**config.mk**
```make
export PLATFORM = sky130hd
export DESIGN_NAME = cce_dir_lookup
export DESIGN_NICKNAME = d
export VERILOG_FILES = /design/src/mock_cce_pkg.sv /design/src/cce_dir_lookup.sv
export SDC_FILE = /design/constraint.sdc
export NUM_CORES = 1
export LEC_CHECK = 0
export ABC_AREA = 1
export ABC_CLOCK_PERIOD_IN_PS = 3860
export BUFFER_PORTS_ARGS = -buffer_cell sky130_fd_sc_hd__buf_2
export CAP_MARGIN = 15
export CORE_ASPECT_RATIO = 0.75
export CORE_MARGIN = 2
export CORE_UTILIZATION = 50
export CTS_CLUSTER_DIAMETER = 100
export DETAILED_ROUTE_END_ITERATION = 10
export GPL_TIMING_DRIVEN = 0
export MAX_ROUTING_LAYER = met4
export PLACE_DENSITY = 0.77
export SLEW_MARGIN = 20
export SYNTH_ARGS = -nofsm -noshare
export SYNTH_HDL_FRONTEND = slang
export SYNTH_SLANG_ARGS = --single-unit
```
**constraint.sdc**
```tcl
create_clock -name clk_i -period 3.86 [get_ports clk_i]
set_clock_uncertainty 0.05 [all_clocks]
set_input_delay 0.772 -clock clk_i [delete_from_list [all_inputs] [get_ports clk_i]]
set_output_delay 0.772 -clock clk_i [all_outputs]
set_load 0.02 [all_outputs]
```
**src/mock_cce_pkg.sv**
```systemverilog
// sizes, coherence enums and message structs for the mock CCE
`default_nettype none

package mock_cce_pkg;

  // block address splits into tag and set index
  localparam int block_addr_width_lp = 8;
  localparam int num_sets_lp         = 16;
  localparam int set_idx_width_lp    = 4;
  localparam int tag_width_lp        = block_addr_width_lp - set_idx_width_lp;

  localparam int lce_assoc_lp  = 2;
  localparam int way_width_lp  = 1;

  localparam int block_width_lp = 32;
  localparam int num_blocks_lp  = 1 << block_addr_width_lp;

  typedef enum logic [1:0] {
    e_coh_invalid  = 2'b00,
    e_coh_shared   = 2'b01,
    e_coh_modified = 2'b10
  } coh_state_e;

  typedef enum logic [1:0] {
    e_cmd_writeback      = 2'b00,
    e_cmd_set_tag        = 2'b01,
    e_cmd_set_tag_wakeup = 2'b10
  } cmd_type_e;

  typedef enum logic [1:0] {
    e_req_normal    = 2'b00,
    e_req_normal_wb = 2'b01,
    e_req_upgrade   = 2'b10
  } req_class_e;

  // miss request from the LCE
  typedef struct packed {
    logic [block_addr_width_lp-1:0] addr;
    logic                           wr;
    logic [way_width_lp-1:0]        lru_way;
    logic                           lru_dirty;
  } lce_req_s;

  // set-tag acknowledge
  typedef struct packed {
    logic [block_addr_width_lp-1:0] addr;
  } lce_resp_s;

  typedef struct packed {
    logic [block_addr_width_lp-1:0] addr;
    logic [block_width_lp-1:0]      data;
  } lce_data_resp_s;

  typedef struct packed {
    cmd_type_e                      cmd_type;
    logic [block_addr_width_lp-1:0] addr;
    logic [way_width_lp-1:0]        way;
    coh_state_e                     state;
  } cce_cmd_s;

  typedef struct packed {
    logic [block_addr_width_lp-1:0] addr;
    logic [way_width_lp-1:0]        way;
    coh_state_e                     state;
    logic [block_width_lp-1:0]      data;
  } cce_data_cmd_s;

  typedef struct packed {
    logic [tag_width_lp-1:0] tag;
    coh_state_e              state;
  } dir_entry_s;

  // work handed from directory lookup to command issue
  typedef struct packed {
    req_class_e                     req_class;
    logic [block_addr_width_lp-1:0] addr;
    logic [way_width_lp-1:0]        way;
    coh_state_e                     state;
    logic [block_addr_width_lp-1:0] wb_addr;
  } cce_job_s;

endpackage

`default_nettype wire

```
**src/cce_dir_lookup.sv**
```systemverilog
// directory stage: request classification, tag/state update, job register
`timescale 1ns/1ps
`default_nettype none

module cce_dir_lookup (
  input  wire logic                     clk_i,
  input  wire logic                     reset_i,

  input  wire logic                     req_v_i,
  input  wire mock_cce_pkg::lce_req_s   req_i,
  output logic                          req_yumi_o,

  output logic                          job_v_o,
  output mock_cce_pkg::cce_job_s        job_o,
  input  wire logic                     job_ready_i
);

  mock_cce_pkg::dir_entry_s dir_r [mock_cce_pkg::num_sets_lp][mock_cce_pkg::lce_assoc_lp];

  logic                                      job_v_r;
  mock_cce_pkg::cce_job_s                    job_r;
  mock_cce_pkg::cce_job_s                    job_next;
  logic                                      load;
  logic [mock_cce_pkg::set_idx_width_lp-1:0] req_set;
  logic [mock_cce_pkg::tag_width_lp-1:0]     req_tag;
  logic [mock_cce_pkg::lce_assoc_lp-1:0]     shared_hit;
  logic [mock_cce_pkg::way_width_lp-1:0]     hit_way;
  logic                                      upgrade;

  assign req_set = req_i.addr[mock_cce_pkg::set_idx_width_lp-1:0];
  assign req_tag = req_i.addr[mock_cce_pkg::block_addr_width_lp-1 -: mock_cce_pkg::tag_width_lp];

  // look for the block already held shared in this set
  always_comb begin
    shared_hit = '0;
    hit_way    = '0;
    for (int w = 0; w < mock_cce_pkg::lce_assoc_lp; w++) begin
      shared_hit[w] = (dir_r[req_set][w].state == mock_cce_pkg::e_coh_shared)
                      && (dir_r[req_set][w].tag == req_tag);
      if (shared_hit[w]) begin
        hit_way = mock_cce_pkg::way_width_lp'(w);
      end
    end
  end

  assign upgrade = req_i.wr & (|shared_hit);

  always_comb begin
    job_next.req_class = upgrade ? mock_cce_pkg::e_req_upgrade
                       : req_i.lru_dirty ? mock_cce_pkg::e_req_normal_wb
                       : mock_cce_pkg::e_req_normal;
    job_next.addr      = req_i.addr;
    job_next.way       = upgrade ? hit_way : req_i.lru_way;
    job_next.state     = req_i.wr ? mock_cce_pkg::e_coh_modified : mock_cce_pkg::e_coh_shared;
    // evicted block lives in the LRU way of the same set
    job_next.wb_addr   = {dir_r[req_set][req_i.lru_way].tag, req_set};
  end

  // job register frees up on the same cycle it hands off
  assign load       = req_v_i & (~job_v_r | job_ready_i);
  assign req_yumi_o = load;
  assign job_v_o    = job_v_r;
  assign job_o      = job_r;

  always_ff @(posedge clk_i) begin
    if (reset_i) begin
      job_v_r <= 1'b0;
      for (int s = 0; s < mock_cce_pkg::num_sets_lp; s++) begin
        for (int w = 0; w < mock_cce_pkg::lce_assoc_lp; w++) begin
          dir_r[s][w] <= '{tag: '0, state: mock_cce_pkg::e_coh_invalid};
        end
      end
    end else begin
      if (load) begin
        job_v_r <= 1'b1;
        dir_r[req_set][job_next.way] <= '{tag: req_tag, state: job_next.state};
      end else if (job_ready_i) begin
        job_v_r <= 1'b0;
      end
    end
  end

  always_ff @(posedge clk_i) begin
    if (load) begin
      job_r <= job_next;
    end
  end

endmodule

`default_nettype wire

```
# --- Yosys cells after proc, flatten, opt, wreduce, memory -nomap -nowiden ---
# Memories as Yosys holds them, arrays and structs flattened.
# Index checks and enable logic that the tools add are counted.
totals:
  ff_bits: 22
  latchBits: 0
  ramBits: 192
  rom_bits: 0
  input_bits: 15
  out_inout_bits: 23
  word_cells: 45
  memories: 1
mem_list:
  columns: ["memory", "words", "width", "read_ports", "rd_clocked_by_memory_dff", "write_ports", "line_no", "source"]
  rows:
  - ["dir_r", 16, 12, 1, 0, 16, "cce_dir_lookup.sv:18", "mock_cce_pkg::dir_entry_s dir_r [mock_cce_pkg::num_sets_lp][mock_cce_pkg::lce_assoc_lp];"]
op_classes:
  n_addsub: 0
  multipliers: 0
  div: 0
  magnitude_cmp: 3
  n_eq_ne: 4
  n_shift: 0
  muxes: 19
  n_bitwise: 6
  n_reduce_logical: 6
op_table:
  columns: ["cell", "count"]
  rows:
  - ["12-bit two-way mux", 3]
  - ["6-bit two-way mux", 4]
  - ["12-bit OR reduction", 1]
  - ["1-bit two-way mux", 9]
  - ["4-bit == test", 2]
  - ["6-bit demux with 1-bit select", 1]
  - ["2-bit by 1-bit == test with 1-bit output (second input constant)", 2]
  - ["2-bit greater-or-equal comparator (second input constant)", 2]
  - ["4-bit two-way mux", 1]
  - ["1-bit inverter with 2-bit output", 2]
  - ["1-bit logical AND", 3]
  - ["1-bit bitwise AND", 2]
  - ["2-bit by 1-bit < comparator with 1-bit output (second input constant)", 1]
  - ["2-bit two-way mux", 1]
  - ["2-bit nonzero test", 1]
  - ["2-bit OR reduction", 1]
  - ["1-bit inverter", 1]
  - ["1-bit OR", 1]

# --- Logic depth before layout (Yosys ltp) ---
# Gate-level depths: netlist of the first run.
# An unclocked memory read counts as a cell.
depth:
  depth_word: 14
  mapped_depth: 19
  mapped_depth_nobuf: 16

# --- Worst setup path after synthesis of the first run ---
# Ideal clock, no wire load.
synth_timing:
  kind: "input to register"
  start: "input req_i[3] in the netlist's numbering"
  end: "memory dir_r[7][0] in the netlist's numbering, enable pin"
  setup_time_ps: 318
  t_arrival_ps: 2556
  required_time_ps: 3492
  setup_slack_ps: 936
  path_stages: 16
  path_buffers: 3
  path_cell_list: "buf_6 > nand2_4 > inv_4 > buf_2 > a22oi_1 > nand2_1 > nand2_1 > nand2_1 > nor2_1 > nand2_1 > nor2_2 > nand3_4 > nand2_4 > buf_12 > nand3_4 > nand2_1"
synth_rtl:
  columns: ["item", "line_no", "source"]
  rows:
  - ["start: declaration", "cce_dir_lookup.sv:10", "input wire mock_cce_pkg::lce_req_s req_i,"]
  - ["end: declaration", "cce_dir_lookup.sv:18", null]

==> flow_summary.json, run 1 <==
{
  "number_of_nets_in_the_finished_design": 1087,
  "via_count": 7725,
  "p_per_area_mw_per_mm2": 443,
  "final_layout_size_suffix_gt1_share_pct": 17.4,
  "dieWidth_um": 168,
  "synthDistinctLibCells": 27,
  "layout.cells.non_filler": 1337,
  "numClockSinks": 210,
  "grtUsageTotal_pct": 27.7,
  "drt_wl_total_mm": 28.4,
  "die_h_um": 127,
  "placement.setup.worst_slack_ns": -0.152,
  "leakagePower_uw": 0.00462,
  "synth-async-reset-ratio_pct": 0,
  "post-route-cell-area_mm2": 0.0112,
  "detailed_place.area_mm2": 0.0106,
  "synthCells": 1013,
  "grt_antenna_before_repair": 0,
  "drt_iter0_markers": 1253,
  "clk_pin_slew_ns": 0.06,
  "routed_wire_length_per_instance_um": 21.2,
  "synth_flop_cell": "sky130_fd_sc_hd__edfxtp_1",
  "fin_ws_ns": 0.297,
  "regArea_mm2": 0.00630,
  "post_cts_setup_repair_bufs": 0,
  "clock_tree.root_cell": "sky130_fd_sc_hd__clkbuf_16",
  "grt_setup_unrepaired": "false",
  "vias_in_the_first_global_route": 7163,
  "drt_first_pass_iters": 8,
  "timing.hold.worst.class": "input pin to flop",
  "die-area_mm2": 0.0213,
  "boundary_pin_count": 38,
  "cts.htree.levels": 1,
  "run_status": "finished, final reports clean",
  "yosysSeqAreaShare_pct": 62.4,
  "cts_resized": 0,
  "timing.critical_path.required_ns": 3.99,
  "largest_net_degree_at_the_start_of_global_routing": 19,
  "core_region_area_mm2": 0.0195,
  "initial_standard_cell_utilization_of_the_core_pct": 51.6,
  "gr-total-overflow": 0,
  "critPathCaptureType": "flop",
  "timing_hold_violations_final": 0,
  "timing.setup.critical_path_class": "input pin to flop",
  "maxClockFrequency_mhz": 281,
  "rows": 44,
  "antennaDiodeCount": 0,
  "drcViolationCount": 0,
  "detailed_place_hpwl_mm": 19.7,
  "worst_slew_margin_rel_pct": 44.3,
  "top_cells_by_area_synth": "sky130_fd_sc_hd__edfxtp_1 (62%), sky130_fd_sc_hd__nand2_1 (14%), sky130_fd_sc_hd__nor2_1 (6.2%)",
  "synth-edff-count": 209,
  "ys_seq_elements": 210,
  "fillers": 1654,
  "numPortBuffers": 36,
  "worstMarginPinSlew_ns": 0.835,
  "final_util_pct": 57.3,
  "yosys.area.top_type": "sky130_fd_sc_hd__edfxtp_1",
  "post_synth.cell_area_avg_um2": 9.96,
  "clock_tree.buffer_depth": 3,
  "synthDominantCellAreaShare_pct": 62.2,
  "cts_hold_buffers": 0,
  "final.period_utilization_pct": 92.3,
  "synthesis_warnings": 0,
  "cts_tree": "yes",
  "footprint_of_the_multi_input_gates_mm2": 0.00333,
  "post_synth_most_frequent_cells": "sky130_fd_sc_hd__nand2_1 (389), sky130_fd_sc_hd__edfxtp_1 (209), sky130_fd_sc_hd__nor2_1 (167)",
  "critPathMaxFanout": 10,
  "placed_cells_incl_taps": 1302,
  "layout_min_cycle_time_ns": 3.56,
  "gp_congestion": 1.01,
  "worst_ep_arrival_time_ns": 3.69,
  "synth_nets": 1028,
  "yosys.cell_count.top_type": "sky130_fd_sc_hd__nand2_1",
  "via_per_inst": 5.78,
  "grt_first_pass_wirelength_mm": 42.4,
  "maxSlewViolCount": 0,
  "peakVddDrop_v": 0.000255,
  "synthesis.area_mm2": 0.0101,
  "cts_buffer_count": 21,
  "clock_latency_ns": 0.51,
  "setup_violations": 0,
  "areaGrowthSynthToFinish_pct": 11.0,
  "post_detailed_route_count_of_antenna_violating_nets": 0,
  "cap_violations": 0,
  "start_kind": "input pin"
}
per-layer routing:
metal	track usage (%)	part of all wire, %	vias up
met5	-	0	-
met4	7.06	2.4	0
met3	7.34	15	60
met2	39.6	42	529
met1	39.5	41	3676
li1	-	-	3460
report_power, final:
| group | total (uW) | switching (uW) | internal, uW | leakage (uW) |
|---|---|---|---|---|
| combinational | 446 | 347 | 99.4 | 0.00208 |
| sequential | 2600 | 21.3 | 2580 | 0.00224 |
| clock | 1920 | 861 | 1060 | 0.000301 |
layout make-up:
cell class	instances	share of cell area [%]
buffer	60	3.15
clock buffer	23	4.76
clock inverter	12	0.749
inverter	28	0.961
multi-input combinational	715	29.7
sequential	210	56.2
tap	253	2.83
timing repair buffer	36	1.61
logic make-up after synthesis:
family	share of synthesized area, %
simple gates	31.2
flops	62.4
buf+inv	4.57
compound gates	1.84
layout by cell type (no fill, tap or decap), types with 2 or more instances in the layout:
cell	n
sky130_fd_sc_hd__nand2_1	389
sky130_fd_sc_hd__edfxtp_1	209
sky130_fd_sc_hd__nor2_1	167
sky130_fd_sc_hd__nor2_2	58
sky130_fd_sc_hd__buf_2	56
sky130_fd_sc_hd__clkbuf_1	25
sky130_fd_sc_hd__nand3_1	24
sky130_fd_sc_hd__nand4_1	22
sky130_fd_sc_hd__clkbuf_16	21
sky130_fd_sc_hd__inv_1	17
sky130_fd_sc_hd__clkinv_1	10
sky130_fd_sc_hd__nand3_4	10
sky130_fd_sc_hd__nand4_4	10
sky130_fd_sc_hd__a22oi_1	9
sky130_fd_sc_hd__o21ai_0	9
sky130_fd_sc_hd__buf_6	8
sky130_fd_sc_hd__buf_4	7
sky130_fd_sc_hd__inv_2	6
sky130_fd_sc_hd__a21oi_1	6
sky130_fd_sc_hd__o21ai_1	6
sky130_fd_sc_hd__clkinv_2	3
sky130_fd_sc_hd__nand2_4	2
final timing paths:
path	from	endpoint	slack, ns	cells after the start
setup / recovery	req_i[3]	dir_r[4][3]	0.30	17
hold / removal	req_i[2]	job_o[9]	0.40	1
hold reg to reg	job_v_o	job_v_o	0.52	2
setup reg to reg	dir_r[15][2]	dir_r[4][3]	0.92	11
flip-flops by register name, indices dropped and copies added, names as in the netlist:
signal   flops
job_o       17
job_v_o      1
dir_r      192
worst max-delay path: stages:
cell                      delay, ns
sky130_fd_sc_hd__buf_2         0.10
sky130_fd_sc_hd__buf_6         0.16
sky130_fd_sc_hd__nand2_4       0.11
sky130_fd_sc_hd__inv_4         0.16
sky130_fd_sc_hd__buf_2         0.38
sky130_fd_sc_hd__nand2_1       0.13
sky130_fd_sc_hd__nand4_1       0.14
sky130_fd_sc_hd__nand2_1       0.11
sky130_fd_sc_hd__nand2_1       0.18
sky130_fd_sc_hd__nor2_1        0.06
sky130_fd_sc_hd__nand2_1       0.05
sky130_fd_sc_hd__nand2_1       0.06
sky130_fd_sc_hd__nor2_2        0.12
sky130_fd_sc_hd__nand3_4       0.19
sky130_fd_sc_hd__nand2_4       0.20
sky130_fd_sc_hd__nand3_1       0.34
sky130_fd_sc_hd__nand2_1       0.41
stage by stage:
step | hold slack, ns | TNS, ns | power, uW
2_1_floorplan | 0.506 | 0 | 2920
3_3_place_gp | 0.520 | -1.13 | 3070
3_5_place_dp | 0.520 | -3.44 | 3080
4_1_cts | 0.402 | 0 | 4940
5_1_grt | 0.407 | 0 | 5080
6_report | 0.403 | 0 | 4960
Note: power is estimated with default switching activity, not from simulation.
==> run 2, diff against run 1 <==
- ABC_CLOCK_PERIOD_IN_PS: 3860 -> 3100
- PLACE_DENSITY: 0.77 -> 0.79
- clock period: 3.86 -> 3.1 ns (I/O delays scaled with it)
==> flow_summary.json, run 2 (synthesis gave the netlist of run 1 again) <==
{
  "run_status": "finished, final reports clean",
  "clock_tree.root_cell": "sky130_fd_sc_hd__clkbuf_16",
  "via_per_inst": 5.82,
  "p_per_area_mw_per_mm2": 552,
  "timing.setup.critical_path_class": "input pin to flop",
  "max_ffs_per_register": 192,
  "cap_violations": 0,
  "final_cell_mix": "sky130_fd_sc_hd__nand2_1 (356), sky130_fd_sc_hd__edfxtp_1 (209), sky130_fd_sc_hd__nor2_1 (166), sky130_fd_sc_hd__nor2_2 (59), sky130_fd_sc_hd__buf_2 (51)",
  "drt_first_pass_iters": 5,
  "cts.htree.levels": 1,
  "cts_buffer_count": 21,
  "die-area_mm2": 0.0213,
  "maxSlewViolCount": 0,
  "leakagePower_uw": 0.00471,
  "crit_family": "simple AND/OR/NAND/NOR gates",
  "grtUsageTotal_pct": 28.4,
  "maxClockFrequency_mhz": 329,
  "peakVddDrop_v": 0.000430,
  "r2r.worst_path.cells": 14,
  "total_power_uw": 6370,
  "routed_wire_length_per_instance_um": 21.8,
  "worstMarginPinSlew_ns": 1.20,
  "number_of_nets_in_the_finished_design": 1098,
  "numClockSinks": 210,
  "hold_depth": 1,
  "layout_min_cycle_time_ns": 3.04,
  "register_with_the_highest_flop_count": "dir_r",
  "start_kind": "input pin",
  "clock_tree.buffer_depth": 3,
  "largest_net_degree_at_the_start_of_global_routing": 19,
  "cpMostUsedCell": "sky130_fd_sc_hd__nand2_1",
  "worst_slew_margin_rel_pct": 20.2,
  "detailed_place_hpwl_mm": 19.7,
  "vias_in_the_first_global_route": 7226,
  "final.period_utilization_pct": 98.0,
  "layout.cells.non_filler": 1347,
  "finalSetupTns_ns": 0,
  "core_region_area_mm2": 0.0195,
  "die_h_um": 127,
  "cp_num_buf_inv": 5,
  "areaGrowthSynthToFinish_pct": 14.4,
  "critPathCaptureType": "flop",
  "gr-total-overflow": 0,
  "antennaDiodeCount": 0,
  "timing.hold.worst.class": "input pin to flop",
  "gp_congestion": 1.00,
  "worst-path-stages": 19,
  "grt_antenna_before_repair": 0,
  "rows": 44,
  "layout.cells.most_common": "sky130_fd_sc_hd__nand2_1",
  "cts_hold_buffers": 0,
  "grt_first_pass_wirelength_mm": 43.1,
  "cts_tree": "yes",
  "dieWidth_um": 168,
  "final_layout_size_suffix_gt1_share_pct": 22.2,
  "drcViolationCount": 0,
  "initial_standard_cell_utilization_of_the_core_pct": 51.6,
  "timing.critical_path.required_ns": 3.23,
  "drt_iter0_markers": 1178,
  "boundary_pin_count": 38,
  "clock_latency_ns": 0.51,
  "timing_hold_violations_final": 0,
  "critical-path-slowest-cell": "sky130_fd_sc_hd__buf_2",
  "worst_ep_arrival_time_ns": 3.17,
  "drt_wl_total_mm": 29.3,
  "via_count": 7838,
  "critPathMaxFanout": 10,
  "setup_violations": 0,
  "grt_setup_unrepaired": "true",
  "crit_path_max_incr_delay_ns": 0.28,
  "clk_pin_slew_ns": 0.06,
  "numPortBuffers": 36,
  "placed_cells_incl_taps": 1302,
  "crit_path_cell_trace": "buf_2 -> buf_6 -> inv_2 -> buf_2 -> nand2_1 -> nand2_1 -> nand2_1 -> nand2_1 -> nand2_1 -> nand2_1 -> nor2_1 -> nand2_1 -> nand2_1 -> nor2_1 -> nand3_1 -> nand2_4 -> buf_6 -> nand4_4 -> nand2_2",
  "post_detailed_route_count_of_antenna_violating_nets": 0
}
-- run 2: final timing paths --
path	slack, ns	to	start
worst max-delay path	0.06	dir_r[9][11]	req_i[3]
worst min-delay path	0.25	job_o[9]	req_i[2]
worst max register to register	0.46	dir_r[9][11]	dir_r[15][10]
worst min register to register	0.43	job_v_o	job_v_o
-- run 2: power breakdown --
group	leakage, uW	switching (uW)	internal, uW
registers	0.00224	26.6	3210
clock network	0.000319	1060	1480
logic	0.00215	453	138
total	0.00471	1540	4830
-- run 2: cell type report --
class / count / area [um^2]
well taps: 253 / 317
inverters: 28 / 108
fillers: 1579 / 8010
repair buffers: 46 / 255
flip-flops and latches: 210 / 6300
plain buffers: 60 / 368
clock inverters: 9 / 119
multi-input cells: 716 / 3530
clock buffers: 25 / 541
-- run 2: per-layer routing --
layer | global-route usage [%] | vias up | part of all wire (%)
met5 | - | - | 0
met4 | 8.70 | 0 | 3.0
met3 | 9.70 | 80 | 16
met2 | 38.9 | 593 | 41
met1 | 40.1 | 3687 | 40
li1 | - | 3478 | -
-- run 2: metrics by stage --
stage	hold slack, ns	instance area (um^2)	util, %	setup slack [ns]
6_report	0.252	11500	59.0	0.0629
5_1_grt	0.256	11500	59.0	-0.0340
4_1_cts	0.256	11300	57.6	0.00133
3_5_place_dp	0.430	10600	54.1	-0.649
3_3_place_gp	0.422	10600	54.1	-0.564
2_1_floorplan	0.506	10100	-	0.328
-- run 2: timing repair --
item / in CTS / in global routing
cloned: 0 / 1
gates resized for setup: 5 / 59
setup endpoints to repair: 81 / 217
buffers inserted: 0 / 10
pin swaps: 0 / 3
==> run 3, diff against run 2 <==
- MAX_ROUTING_LAYER: met4 -> unset
==> flow_summary.json, run 3 (synthesis gave the netlist of run 1 again) <==
{
  "run_status": "finished, final reports clean",
  "finalSetupTns_ns": 0,
  "leakagePower_uw": 0.00469,
  "maxClockFrequency_mhz": 326,
  "cts_tree": "yes",
  "start_kind": "input pin",
  "grt_setup_unrepaired": "true",
  "layout.cells.non_filler": 1352,
  "post_detailed_route_count_of_antenna_violating_nets": 0,
  "antennaDiodeCount": 0,
  "clock_tree.buffer_depth": 3,
  "critPathMaxFanout": 10,
  "final_cell_mix": "sky130_fd_sc_hd__nand2_1 (357), sky130_fd_sc_hd__edfxtp_1 (209), sky130_fd_sc_hd__nor2_1 (167), sky130_fd_sc_hd__nor2_2 (58), sky130_fd_sc_hd__buf_2 (48)",
  "timing.hold.worst.class": "input pin to flop",
  "internal_power_uw": 4600,
  "register_with_the_highest_flop_count": "dir_r",
  "numClockSinks": 210,
  "timing.critical_path.required_ns": 3.24,
  "grtUsageTotal_pct": 27.4,
  "detailed_place_hpwl_mm": 19.8,
  "worst_slew_margin_rel_pct": 21.1,
  "via_per_inst": 5.87,
  "clk_pin_slew_ns": 0.06,
  "number_of_nets_in_the_finished_design": 1100,
  "layout_min_cycle_time_ns": 3.06,
  "swShare_pct": 24.9,
  "clock_tree.root_cell": "sky130_fd_sc_hd__clkbuf_16",
  "seqPwrFrac_pct": 52.8,
  "peakVddDrop_v": 0.000308,
  "drcViolationCount": 0,
  "rows": 44,
  "drt_first_pass_iters": 6,
  "worst_ep_arrival_time_ns": 3.20,
  "die-area_mm2": 0.0213,
  "timing.setup.critical_path_class": "input pin to flop",
  "die_h_um": 127,
  "maxSlewViolCount": 0,
  "final_layout_size_suffix_gt1_share_pct": 22.0,
  "clock_power_share_pct": 37.6,
  "timing_hold_violations_final": 0,
  "switching_power_uw": 1530,
  "areaGrowthSynthToFinish_pct": 13.6,
  "drt_iter0_markers": 1160,
  "total_power_uw": 6120,
  "placement.setup.worst_slack_ns": -0.684,
  "numPortBuffers": 36,
  "initial_standard_cell_utilization_of_the_core_pct": 51.6,
  "drt_wl_total_mm": 29.0,
  "cap_violations": 0,
  "fin_ws_ns": 0.0355,
  "comb_power_share_pct": 9.6,
  "core_region_area_mm2": 0.0195,
  "grt_first_pass_wirelength_mm": 43.3,
  "setup_violations": 0,
  "final.period_utilization_pct": 98.9,
  "cts.htree.levels": 1,
  "gp_congestion": 0.974,
  "via_count": 7941,
  "placed_cells_incl_taps": 1302,
  "boundary_pin_count": 38,
  "critPathCaptureType": "flop",
  "max_ffs_per_register": 192,
  "layout.cells.most_common": "sky130_fd_sc_hd__nand2_1",
  "final.hold.worst_slack_ns": 0.262,
  "cts_buffer_count": 21,
  "largest_net_degree_at_the_start_of_global_routing": 19,
  "gr-total-overflow": 0,
  "clock_latency_ns": 0.50,
  "dieWidth_um": 168,
  "worstMarginPinSlew_ns": 1.18,
  "p_per_area_mw_per_mm2": 535,
  "routed_wire_length_per_instance_um": 21.5,
  "grt_antenna_before_repair": 0,
  "fillers": 1590,
  "vias_in_the_first_global_route": 7344
}
==> run 3: path summary, 6_finish.rpt <==
check / depth (start not counted) / from / slack, ns / to
max: 15 / req_i[4] / 0.04 / dir_r[10][5]
max reg2reg: 16 / dir_r[12][3] / 0.41 / dir_r[10][5]
min reg2reg: 2 / job_v_o / 0.43 / job_v_o
min: 1 / req_i[2] / 0.26 / job_o[9]
==> run 3: critical path: stages <==
cell,delay (ns)
sky130_fd_sc_hd__buf_2,0.14
sky130_fd_sc_hd__buf_6,0.16
sky130_fd_sc_hd__nor2_2,0.18
sky130_fd_sc_hd__buf_2,0.36
sky130_fd_sc_hd__nand2_1,0.11
sky130_fd_sc_hd__nand4_1,0.09
sky130_fd_sc_hd__nand2_1,0.12
sky130_fd_sc_hd__nand4_1,0.11
sky130_fd_sc_hd__nand2_1,0.11
sky130_fd_sc_hd__nor2_2,0.18
sky130_fd_sc_hd__nand3_4,0.21
sky130_fd_sc_hd__nand2_4,0.21
sky130_fd_sc_hd__buf_12,0.19
sky130_fd_sc_hd__nand3_4,0.16
sky130_fd_sc_hd__nand2_2,0.22
==> run 3: area by class of cell <==
| cell class | count | area [um^2] | area share, % |
|---|---|---|---|
| Sequential cell | 210 | 6300 | 55.0 |
| Multi-Input combinational cell | 715 | 3480 | 30.4 |
| Clock buffer | 28 | 552 | 4.82 |
| Buffer | 60 | 379 | 3.31 |
| Tap cell | 253 | 317 | 2.76 |
| Timing Repair Buffer | 49 | 278 | 2.42 |
| Inverter | 28 | 108 | 0.939 |
| Clock inverter | 9 | 43.8 | 0.382 |
==> run 3: what timing repair did <==
item,4_1_cts,5_1_grt
pin swaps,0,4
hold buffers,0,0
gates resized for setup,12,49
setup endpoints to repair,96,210
setup buffers,0,13
==> run 3: power by group through the flow <==
stage               clock [uW]  combinational [uW]  sequential (uW)
floorplan                    0                 327             3310
global placement             0                 532             3290
detailed placement           0                 541             3290
CTS                       2310                 547             3230
global route              2410                 621             3240
finish                    2300                 588             3230
==> run 3: metal layers <==
metal  share of wire, %  global-route usage [%]
met2                 41                    40.2
met1                 38                    39.4
met4                3.8                    8.03
met5                  0                       0
met3                 17                    8.77
==> run 3: per-stage QoR <==
| step | utilization, % | instance area (um^2) |
|---|---|---|
| after global placement | 54.1 | 10600 |
| after CTS | 57.3 | 11200 |
| final | 58.6 | 11500 |
| after detailed placement | 54.1 | 10600 |
| after floorplan | - | 10100 |
| after global routing | 58.6 | 11500 |
